### src/dram_app_pkg.sv
// shared widths, enums and structs for the dram application bridge, imported by every module
package dram_app_pkg;

    localparam int USER_ADDR_W = 32;
    localparam int USER_DATA_W = 32;
    localparam int USER_MASK_W = 4;
    localparam int APP_ADDR_W  = 28;
    localparam int APP_DATA_W  = 128;
    localparam int APP_MASK_W  = 16;
    localparam int LANES       = APP_DATA_W / USER_DATA_W;

    // encodings follow the controller app_cmd field
    typedef enum logic [2:0] {
        CMD_WRITE = 3'b000,
        CMD_READ  = 3'b001
    } app_cmd_e;

    typedef enum logic {
        OP_READ  = 1'b0,
        OP_WRITE = 1'b1
    } req_op_e;

    typedef enum logic {
        ST_CALIB = 1'b0,
        ST_RUN   = 1'b1
    } dispatch_state_e;

    typedef struct packed {
        req_op_e                  op;
        logic [USER_ADDR_W-1:0]   addr;
        logic [USER_DATA_W-1:0]   data;
        logic [USER_MASK_W-1:0]   be;
    } user_req_t;

    typedef struct packed {
        logic                     en;
        app_cmd_e                 cmd;
        logic [APP_ADDR_W-1:0]    addr;
    } app_cmd_t;

    // mask bit set means byte is left untouched
    typedef struct packed {
        logic                     wren;
        logic [APP_DATA_W-1:0]    data;
        logic [APP_MASK_W-1:0]    mask;
    } app_wdf_t;

endpackage

### src/app_cmd_port.sv
// application command register, holds one command on app_en until the controller takes it
`timescale 1ns/10ps

module app_cmd_port import dram_app_pkg::*; (
    input  logic     clk,
    input  logic     rst_x_async,
    input  logic     i_load,
    input  app_cmd_t i_cmd,
    input  logic     i_app_rdy,
    output logic     o_can_load,
    output app_cmd_t o_app_cmd
);

    logic                  en_q;
    app_cmd_e              cmd_q;
    logic [APP_ADDR_W-1:0] addr_q;

    // free when empty or when the held command goes this cycle
    assign o_can_load = !en_q || i_app_rdy;

    always_ff @(posedge clk or negedge rst_x_async) begin
        if (!rst_x_async) begin
            en_q <= 1'b0;
        end else if (i_load) begin
            en_q <= i_cmd.en;
        end else if (i_app_rdy) begin
            en_q <= 1'b0;
        end
    end

    // payload only
    always_ff @(posedge clk) begin
        if (i_load) begin
            cmd_q  <= i_cmd.cmd;
            addr_q <= i_cmd.addr;
        end
    end

    assign o_app_cmd = '{en: en_q, cmd: cmd_q, addr: addr_q};

    a_cmd_hold: assert property (@(posedge clk) disable iff (!rst_x_async)
        (o_app_cmd.en && !i_app_rdy) |=> $stable(o_app_cmd));

endmodule

### src/app_wdf_port.sv
// write-data register, holds one masked beat on app_wdf_wren until the controller takes it
`timescale 1ns/10ps

module app_wdf_port import dram_app_pkg::*; (
    input  logic     clk,
    input  logic     rst_x_async,
    input  logic     i_load,
    input  app_wdf_t i_wdf,
    input  logic     i_app_wdf_rdy,
    output logic     o_can_load,
    output app_wdf_t o_app_wdf
);

    logic                  wren_q;
    logic [APP_DATA_W-1:0] data_q;
    logic [APP_MASK_W-1:0] mask_q;

    // independent of the command register, either side may go first
    assign o_can_load = !wren_q || i_app_wdf_rdy;

    always_ff @(posedge clk or negedge rst_x_async) begin
        if (!rst_x_async) begin
            wren_q <= 1'b0;
        end else if (i_load) begin
            wren_q <= i_wdf.wren;
        end else if (i_app_wdf_rdy) begin
            wren_q <= 1'b0;
        end
    end

    always_ff @(posedge clk) begin
        if (i_load) begin
            data_q <= i_wdf.data;
            mask_q <= i_wdf.mask;
        end
    end

    assign o_app_wdf = '{wren: wren_q, data: data_q, mask: mask_q};

    a_no_overrun: assert property (@(posedge clk) disable iff (!rst_x_async)
        i_load |-> o_can_load);

endmodule

### src/req_dispatch.sv
// request acceptance after calibration, builds command and write beat and tracks read credit
`timescale 1ns/10ps

module req_dispatch import dram_app_pkg::*; #(
    parameter int RD_DEPTH = 4
) (
    input  logic      clk,
    input  logic      rst_x_async,
    input  logic      i_init_calib_complete,
    input  logic      i_req_valid,
    input  user_req_t i_req,
    output logic      o_req_ready,
    input  logic      i_cmd_can_load,
    input  logic      i_wdf_can_load,
    output logic      o_cmd_load,
    output app_cmd_t  o_cmd,
    output logic      o_wdf_load,
    output app_wdf_t  o_wdf,
    input  logic      i_rd_line_valid,
    input  logic      i_rsp_pop
);

    localparam int CNT_W = $clog2(RD_DEPTH + 1);

    dispatch_state_e   state;
    logic [CNT_W-1:0]  rd_outstanding;
    logic [CNT_W-1:0]  rd_buffered;
    logic [CNT_W:0]    credit;
    logic              is_write;
    logic              accept;
    logic              rd_accept;
    logic [1:0]        lane;

    always_ff @(posedge clk or negedge rst_x_async) begin
        if (!rst_x_async) begin
            state <= ST_CALIB;
        end else if (state == ST_CALIB && i_init_calib_complete) begin
            state <= ST_RUN;
        end
    end

    // reads in flight plus lines waiting for the user
    assign credit   = rd_outstanding + rd_buffered;
    assign is_write = (i_req.op == OP_WRITE);

    assign o_req_ready = (state == ST_RUN) && i_cmd_can_load &&
                         (is_write ? i_wdf_can_load : (credit < RD_DEPTH));
    assign accept      = i_req_valid && o_req_ready;
    assign rd_accept   = accept && !is_write;

    always_ff @(posedge clk or negedge rst_x_async) begin
        if (!rst_x_async) begin
            rd_outstanding <= '0;
            rd_buffered    <= '0;
        end else begin
            if (rd_accept && !i_rd_line_valid) begin
                rd_outstanding <= rd_outstanding + 1'b1;
            end else if (!rd_accept && i_rd_line_valid) begin
                rd_outstanding <= rd_outstanding - 1'b1;
            end
            if (i_rd_line_valid && !i_rsp_pop) begin
                rd_buffered <= rd_buffered + 1'b1;
            end else if (!i_rd_line_valid && i_rsp_pop) begin
                rd_buffered <= rd_buffered - 1'b1;
            end
        end
    end

    // line index, low three bits zero for a full burst
    assign lane       = i_req.addr[3:2];
    assign o_cmd_load = accept;
    assign o_cmd.en   = 1'b1;
    assign o_cmd.cmd  = is_write ? CMD_WRITE : CMD_READ;
    assign o_cmd.addr = APP_ADDR_W'({i_req.addr[26:4], 3'b000});

    // word in every lane, mask opens only the enabled bytes of one lane
    assign o_wdf_load = accept && is_write;
    assign o_wdf.wren = 1'b1;
    assign o_wdf.data = {LANES{i_req.data}};
    assign o_wdf.mask = ~(APP_MASK_W'(i_req.be) << {lane, 2'b00});

    a_credit_max: assert property (@(posedge clk) disable iff (!rst_x_async)
        credit <= RD_DEPTH);

endmodule

### src/rd_return_fifo.sv
// buffer for lines returned by the controller, drains to the user through valid/ready
`timescale 1ns/10ps

module rd_return_fifo import dram_app_pkg::*; #(
    parameter int RD_DEPTH = 4
) (
    input  logic                  clk,
    input  logic                  rst_x_async,
    input  logic                  i_push,
    input  logic [APP_DATA_W-1:0] i_line,
    input  logic                  i_rsp_ready,
    output logic                  o_rsp_valid,
    output logic [APP_DATA_W-1:0] o_rsp_data,
    output logic                  o_pop
);

    localparam int PTR_W = (RD_DEPTH > 1) ? $clog2(RD_DEPTH) : 1;
    localparam int CNT_W = $clog2(RD_DEPTH + 1);

    logic [APP_DATA_W-1:0] mem [RD_DEPTH];
    logic [PTR_W-1:0]      wr_ptr;
    logic [PTR_W-1:0]      rd_ptr;
    logic [CNT_W-1:0]      count;

    assign o_rsp_valid = (count != '0);
    assign o_rsp_data  = mem[rd_ptr];
    assign o_pop       = o_rsp_valid && i_rsp_ready;

    always_ff @(posedge clk) begin
        if (i_push) begin
            mem[wr_ptr] <= i_line;
        end
    end

    always_ff @(posedge clk or negedge rst_x_async) begin
        if (!rst_x_async) begin
            wr_ptr <= '0;
            rd_ptr <= '0;
            count  <= '0;
        end else begin
            if (i_push) begin
                wr_ptr <= (wr_ptr == PTR_W'(RD_DEPTH - 1)) ? '0 : wr_ptr + 1'b1;
            end
            if (o_pop) begin
                rd_ptr <= (rd_ptr == PTR_W'(RD_DEPTH - 1)) ? '0 : rd_ptr + 1'b1;
            end
            if (i_push && !o_pop) begin
                count <= count + 1'b1;
            end else if (!i_push && o_pop) begin
                count <= count - 1'b1;
            end
        end
    end

    // read credit upstream should make this impossible
    a_no_overflow: assert property (@(posedge clk) disable iff (!rst_x_async)
        i_push |-> (count < RD_DEPTH));

endmodule

### src/dram_app_bridge.sv
// top of the user-side front end, connects the user request/response channels to the app port
`timescale 1ns/10ps

module dram_app_bridge import dram_app_pkg::*; #(
    parameter int RD_DEPTH = 4
) (
    input  logic                  clk,
    input  logic                  rst_x_async,
    input  logic                  i_init_calib_complete,
    // user request
    input  logic                  i_req_valid,
    input  user_req_t             i_req,
    output logic                  o_req_ready,
    // user response
    output logic                  o_rsp_valid,
    output logic [APP_DATA_W-1:0] o_rsp_data,
    input  logic                  i_rsp_ready,
    // application port
    output app_cmd_t              o_app_cmd,
    input  logic                  i_app_rdy,
    output app_wdf_t              o_app_wdf,
    input  logic                  i_app_wdf_rdy,
    input  logic                  i_app_rd_data_valid,
    input  logic [APP_DATA_W-1:0] i_app_rd_data
);

    logic     cmd_can_load;
    logic     wdf_can_load;
    logic     cmd_load;
    logic     wdf_load;
    logic     rsp_pop;
    app_cmd_t cmd;
    app_wdf_t wdf;

    req_dispatch #(
        .RD_DEPTH(RD_DEPTH)
    ) u_dispatch (
        .clk                   (clk),
        .rst_x_async           (rst_x_async),
        .i_init_calib_complete (i_init_calib_complete),
        .i_req_valid           (i_req_valid),
        .i_req                 (i_req),
        .o_req_ready           (o_req_ready),
        .i_cmd_can_load        (cmd_can_load),
        .i_wdf_can_load        (wdf_can_load),
        .o_cmd_load            (cmd_load),
        .o_cmd                 (cmd),
        .o_wdf_load            (wdf_load),
        .o_wdf                 (wdf),
        .i_rd_line_valid       (i_app_rd_data_valid),
        .i_rsp_pop             (rsp_pop)
    );

    app_cmd_port u_cmd_port (
        .clk         (clk),
        .rst_x_async (rst_x_async),
        .i_load      (cmd_load),
        .i_cmd       (cmd),
        .i_app_rdy   (i_app_rdy),
        .o_can_load  (cmd_can_load),
        .o_app_cmd   (o_app_cmd)
    );

    app_wdf_port u_wdf_port (
        .clk           (clk),
        .rst_x_async   (rst_x_async),
        .i_load        (wdf_load),
        .i_wdf         (wdf),
        .i_app_wdf_rdy (i_app_wdf_rdy),
        .o_can_load    (wdf_can_load),
        .o_app_wdf     (o_app_wdf)
    );

    rd_return_fifo #(
        .RD_DEPTH(RD_DEPTH)
    ) u_rd_fifo (
        .clk         (clk),
        .rst_x_async (rst_x_async),
        .i_push      (i_app_rd_data_valid),
        .i_line      (i_app_rd_data),
        .i_rsp_ready (i_rsp_ready),
        .o_rsp_valid (o_rsp_valid),
        .o_rsp_data  (o_rsp_data),
        .o_pop       (rsp_pop)
    );

endmodule

### config.mk
export PLATFORM = sky130hd
export DESIGN_NAME = dram_app_bridge
export DESIGN_NICKNAME = d
export VERILOG_FILES = /design/src/dram_app_pkg.sv /design/src/app_cmd_port.sv /design/src/app_wdf_port.sv /design/src/req_dispatch.sv /design/src/rd_return_fifo.sv /design/src/dram_app_bridge.sv
export SDC_FILE = /design/constraint.sdc
export NUM_CORES = 1
export LEC_CHECK = 0
export BUFFER_PORTS_ARGS = -buffer_cell sky130_fd_sc_hd__buf_4
export CAP_MARGIN = 20
export CORE_ASPECT_RATIO = 2
export CORE_MARGIN = 5
export CORE_UTILIZATION = 50
export CTS_CLUSTER_SIZE = 25
export DETAILED_ROUTE_END_ITERATION = 10
export GPL_TIMING_DRIVEN = 0
export PLACE_DENSITY = 0.83
export SLEW_MARGIN = 20
export SYNTH_ARGS = -nofsm -noshare
export SYNTH_HDL_FRONTEND = slang
export SYNTH_SLANG_ARGS = --single-unit
### constraint.sdc
create_clock -name clk -period 7.8 [get_ports clk]
set_input_delay 0.78 -clock clk [delete_from_list [all_inputs] [get_ports clk]]
set_output_delay 0.78 -clock clk [all_outputs]
set_load 0.02 [all_outputs]
-- Yosys cells after proc, flatten, opt, wreduce, memory -nomap -nowiden
Memories as Yosys holds them, arrays and structs flattened.
Cells that the tools add are included.
- bits in registers: 186
- latch bits: 0
- memory bits (writable): 512
- memory bits (read-only): 0
- bits of input ports: 205
- output and inout bits: 307
- word-level logic and storage cells: 68
- memories: 1
- add/sub/neg operators: 9
- multipliers: 0
- div/mod/pow operators: 0
- order comparisons: 1
- equal/unequal tests: 2
- shift-type cells: 1
- mux-type cells: 16
- bitwise gates (word level): 2
- reductions and logical operators: 24
- memories (name ; words ; bits a word ; rd ports ; clocked after memory_dff ; wr ports ; line ; RTL):
    u_rd_fifo.mem ; 4 ; 128 ; 1 ; 0 ; 1 ; rd_return_fifo.sv:20 ; logic [APP_DATA_W-1:0] mem [RD_DEPTH];
- operators with widths (kind ; number):
    $mux 3 ; 6
    $not 16->16 ; 1
    $shl 4x4->16 ; 1
    $logic_and 1x1->1 ; 11
    $add 3x1->3 const B ; 3
    $sub 3x1->3 const B ; 3
    $mux 1 ; 8
    $reduce_bool 2->1 ; 4
    $logic_not 1->1 ; 6
    $add 2x1->2 const B ; 2
    $add 3x3->4 ; 1
    $eq 2x2->1 const B ; 2
    $lt 4x3->1 const B ; 1
    $mux 2 ; 2
    $reduce_bool 3->1 ; 1
    $logic_or 1x1->1 ; 2
    $not 1->1 ; 1

-- Longest topological paths before layout
- depth after elaboration: 10
- depth in mapped cells: 10
- mapped depth without buffers: 10

-- Modules after synthesis
From an unflattened synthesis, not the netlist that was laid out.
- cell total of the unflattened synthesis: 1112
- area, all modules: 25987.4 um^2
- by module, submodules not included (module ; instances ; cells each ; area each (um^2) ; sequential area each (um^2)):
    rd_return_fifo ; 1 ; 706 ; 18883.1 ; 15549.9
    app_wdf_port ; 1 ; 149 ; 4383.0 ; 4349.2
    req_dispatch ; 1 ; 221 ; 1731.7 ; 175.2
    app_cmd_port ; 1 ; 36 ; 989.7 ; 955.9

-- Least setup slack after synthesis
No wires, ideal clock.
- path type: input to register
- from: input port i_app_rd_data_valid
- to: memory u_rd_fifo.mem[0][0] (enable)
- arrival: 3.713 ns
- slack: 3.585 ns
- cell stages on the path: 1
- path buffers: 0
- cell sequence: and2_1
- word-level cells in the longest chain between the ends: 2
- ends and longest elaborated chain (element ; line ; RTL):
    start: declaration ; dram_app_bridge.sv:23 ; input logic i_app_rd_data_valid,
    $mux 1 ; rd_return_fifo.sv:30 ; if (i_push) begin
    $mux 1 (not written as such) ; rd_return_fifo.sv:31 ; mem[wr_ptr] <= i_line;
    end: declaration ; rd_return_fifo.sv:20 ;
No other way between the ends.

-- Worst setup path in the final report
- from: register u_rd_fifo.rd_ptr[1]
- to: output port o_rsp_data[106]
- word-level cells in the longest chain between the ends: 1
- ends and longest elaborated chain (element ; line ; RTL):
    start: declaration ; rd_return_fifo.sv:22 ; logic [PTR_W-1:0] rd_ptr;
    start signal: assignment ; rd_return_fifo.sv:45 ; rd_ptr <= (rd_ptr == PTR_W'(RD_DEPTH - 1)) ? '0 : rd_ptr + 1'b1;
    $mem_v2 4x128 ; -- ;
    end: declaration ; dram_app_bridge.sv:16 ; output logic [APP_DATA_W-1:0] o_rsp_data,
No other way between the ends.

==> flow_metrics.env <==
export IMPL_io_pins=512
export IMPL_grt_pass1_wl_um=78300
export IMPL_synth_distinct_cells=29
export IMPL_synth_area_mm2=0.0224
export IMPL_worst_pin_slew_ns=0.852
export IMPL_crit_path_cell_trace="clkbuf_1 > buf_2 > mux4_2 > buf_4"
export IMPL_final_fill_count=2845
export IMPL_crit_family="buffers and inverters"
export IMPL_yosys_mux_area_fraction_pct=13.1
export IMPL_synth_compound_area_share_pct=0.117
export IMPL_synth_top_family_by_area="multiplexers"
export IMPL_synth_seq_area_share_pct=80.1
export IMPL_placedCellCount=2013
export IMPL_critPathSlowestCell="clkbuf_1"
export IMPL_grt_pass1_vias=12241
export IMPL_powerDensity_mw_per_mm2=360
export IMPL_critPathKind="flop to output pin"
export IMPL_synth_xor_area_share_pct=0.352
export IMPL_htreeDepth=2
export IMPL_place_area_mm2=0.0271
export IMPL_clockBufferDepth=3
export IMPL_max_stage_delay_ns=0.66
export IMPL_row_count=109
export IMPL_wl_met2_um=29300
export IMPL_dieHeight_um=309
export IMPL_pwr_share_seq_pct=41.2
export IMPL_synth_simple_area_share_pct=0.905
export IMPL_layout_common_cells="buf_4 (604), edfxtp_1 (584), mux4_2 (128)"
export IMPL_final_common_cell="buf_4"
export IMPL_setup_tns_final_ns=0
export IMPL_synth_fa_ha_area_share_pct=0.771
export IMPL_nets=1724
export IMPL_slew_headroom_pct=43.2
export IMPL_path_max_fanout=10
export IMPL_hpwlAfterDp_um=37800
export IMPL_crit_cells=4
export IMPL_path_buf_inv=3
export IMPL_area_growth_pct=28.5
export IMPL_final_cell_area_mm2=0.0288
export IMPL_routed_wl_met3_um=3860
export IMPL_drt_iter0_drc=655
export IMPL_fin_crit_ns=3.47
export IMPL_startpoint_type="flop"
export IMPL_combPwrFrac_pct=34.4
export IMPL_grt_max_degree=48
export IMPL_swShare_pct=31.0
export IMPL_portBuffers=497
export IMPL_rsz0062_at_grt="false"
export IMPL_worstPathArrival_ns=2.69
export IMPL_end_kind="output pin"
export IMPL_instances_no_fill=2106
export IMPL_ant_nets=0
export IMPL_cts_hold_buffers_added=0
export IMPL_gp_congestion=0.895
export IMPL_drt_wirelength_per_cell_um=25.2
export IMPL_outcome="finished, final reports clean"
export IMPL_period_share_pct=44.4
export IMPL_finalClockSkew_ns=0.0188
export IMPL_cts_inserted_buffers=47
export IMPL_design_core_area_mm2=0.0443
export IMPL_clock_power_share_pct=24.4
export IMPL_ys_warn_count=0
export IMPL_fmax_ghz=0.289
export IMPL_drc=0
export IMPL_grt_remaining_overflow=0
export IMPL_cts_tree="yes"
export IMPL_cp_required_ns=7.02
export IMPL_firstDrtPassIters=4
export IMPL_setup_viol=0
export IMPL_antenna_found_initial=9
export IMPL_root_buffer="clkbuf_16"
export IMPL_die_w_um=160
export IMPL_final_max_slew_viol_count=0
export IMPL_ys_seq_elements=600
export IMPL_syn_inst=945
export IMPL_r2r_cells=10
export IMPL_postCtsSetupBuffers=0
export IMPL_p_switching_mw=3.21
export IMPL_cts_sinks=600
export IMPL_p_leak_nw=10.6
export IMPL_start_util_pct=50.5
export IMPL_hp_class="input port to async pin"
export IMPL_avgViaCountPerCell=5.36
export IMPL_vdd_drop_max_v=0.000316
export IMPL_routed_top_layer="met5"
export IMPL_power_total_mw=10.4
export IMPL_grtUsageTotal_pct=21.2
export IMPL_via_count=11278
export IMPL_p_int_mw=7.15
export IMPL_finalHoldViolations=0
export IMPL_layout_drive_gt1_share_pct=55.1
export IMPL_wl_met1_um=18200
export IMPL_clock_latency_ns=0.57
export IMPL_routed_wl_um=53000
export IMPL_clk_pin_slew_ns=0.07
export IMPL_syn_area_per_cell_um2=23.7
export IMPL_dieArea_mm2=0.0494
export IMPL_maxCapViolations=0
export IMPL_cts_resized=0
==> layout make-up <==
| class | instances | area [µm²] | share of cell area [%] |
|---|---|---|---|
| Antenna cell | 7 | 17.5 | 0.0609 |
| Buffer | 135 | 1010 | 3.50 |
| Clock buffer | 57 | 1240 | 4.33 |
| Clock inverter | 29 | 405 | 1.41 |
| Inverter | 7 | 26.3 | 0.0913 |
| Multi-Input combinational cell | 209 | 3470 | 12.0 |
| Sequential cell | 600 | 17900 | 62.3 |
| Tap cell | 555 | 694 | 2.41 |
| Timing Repair Buffer | 507 | 3980 | 13.8 |
==> power by group through the flow <==
stage | clock network [mW] | registers [mW] | logic (mW)
floorplan | 0 | 4.38 | 2.09
global placement | 0 | 4.41 | 3.50
detailed placement | 0 | 4.33 | 3.62
CTS | 2.58 | 4.26 | 3.64
global route | 2.73 | 4.30 | 3.79
finish | 2.52 | 4.26 | 3.57
==> registers in the layout, summed over array words and instances (netlist names) <==
name                       flops
u_rd_fifo.count                3
u_wdf_port.data_q             32
u_dispatch.rd_buffered         3
u_dispatch.rd_outstanding      3
u_cmd_port.en_q                1
u_rd_fifo.mem                512
u_cmd_port.cmd_q               1
u_rd_fifo.wr_ptr               2
u_dispatch.state               1
u_cmd_port.addr_q             23
u_wdf_port.wren_q              1
u_wdf_port.mask_q             16
u_rd_fifo.rd_ptr               2
==> path summary, 6_finish.rpt <==
path / from / to / slack [ns]
worst min-delay path: rst_x_async / u_cmd_port.en_q$_DFFE_PN0P_ / 0.09
worst max register to register: u_dispatch.rd_buffered[2]$_DFFE_PN0P_ / u_dispatch.rd_outstanding[2]$_DFFE_PN0P_ / 5.39
worst max-delay path: u_rd_fifo.rd_ptr[1]$_DFFE_PN0P_ / o_rsp_data[106] / 4.33
worst min register to register: u_rd_fifo.count[2]$_DFFE_PN0P_ / u_rd_fifo.count[2]$_DFFE_PN0P_ / 0.47
min in group clk: i_req[4] / u_wdf_port.data_q[96]$_DFFE_PP_ / 0.38
max in group asynchronous: rst_x_async / u_dispatch.rd_buffered[2]$_DFFE_PN0P_ / 7.50
==> layer usage <==
metal  GRT usage [%]  up-vias
li1                -     4881
met1            24.2     5803
met2            38.9      505
met3            5.36       87
met4            7.35        2
met5               0        -
==> through the flow <==
stage	setup WS (ns)	hold WS, ns	util (%)
global placement	1.16	0.449	60.6
floorplan	3.59	0.434	-
detailed placement	4.80	0.464	61.2
CTS	4.19	0.0658	64.9
finish	4.33	0.0925	64.9
global route	4.13	0.0754	64.9
==> Yosys cell counts <==
cell type  number  area share (%)
edfxtp_1      584              78
mux4_2        128              13
buf_4         107             3.6
dfrtp_1        16             1.8
nand2_1        14            0.23
buf_2          13            0.29
buf_6          11            0.55
ha_1            9            0.50
nor2_1          9            0.15
inv_1           7            0.12
nand3_1         7            0.16
xor2_1          6            0.23
mux2_2          5            0.25
and2_1          4            0.11
clkbuf_1        3           0.050
fa_1            3            0.27
o21ai_0         3           0.067
xnor2_1         3            0.12
nor2b_1         2           0.056
or3_1           2           0.056
a21oi_1         1           0.022
clkbuf_2        1           0.022
conb_1          1           0.017
nand2b_1        1           0.028
nand3b_1        1           0.034
nand4_1         1           0.028
nor3_1          1           0.022
o22ai_1         1           0.028
or2_2           1           0.028
==> kinds of logic after synthesis <==
family | Yosys count
buf+inv | 142
flops | 600
mux | 133
other cells | 1
xor+xnor | 9
fa+ha+maj | 12
simple gates | 43
compound gates | 5
No activity file was read; power rests on OpenSTA's default activity.
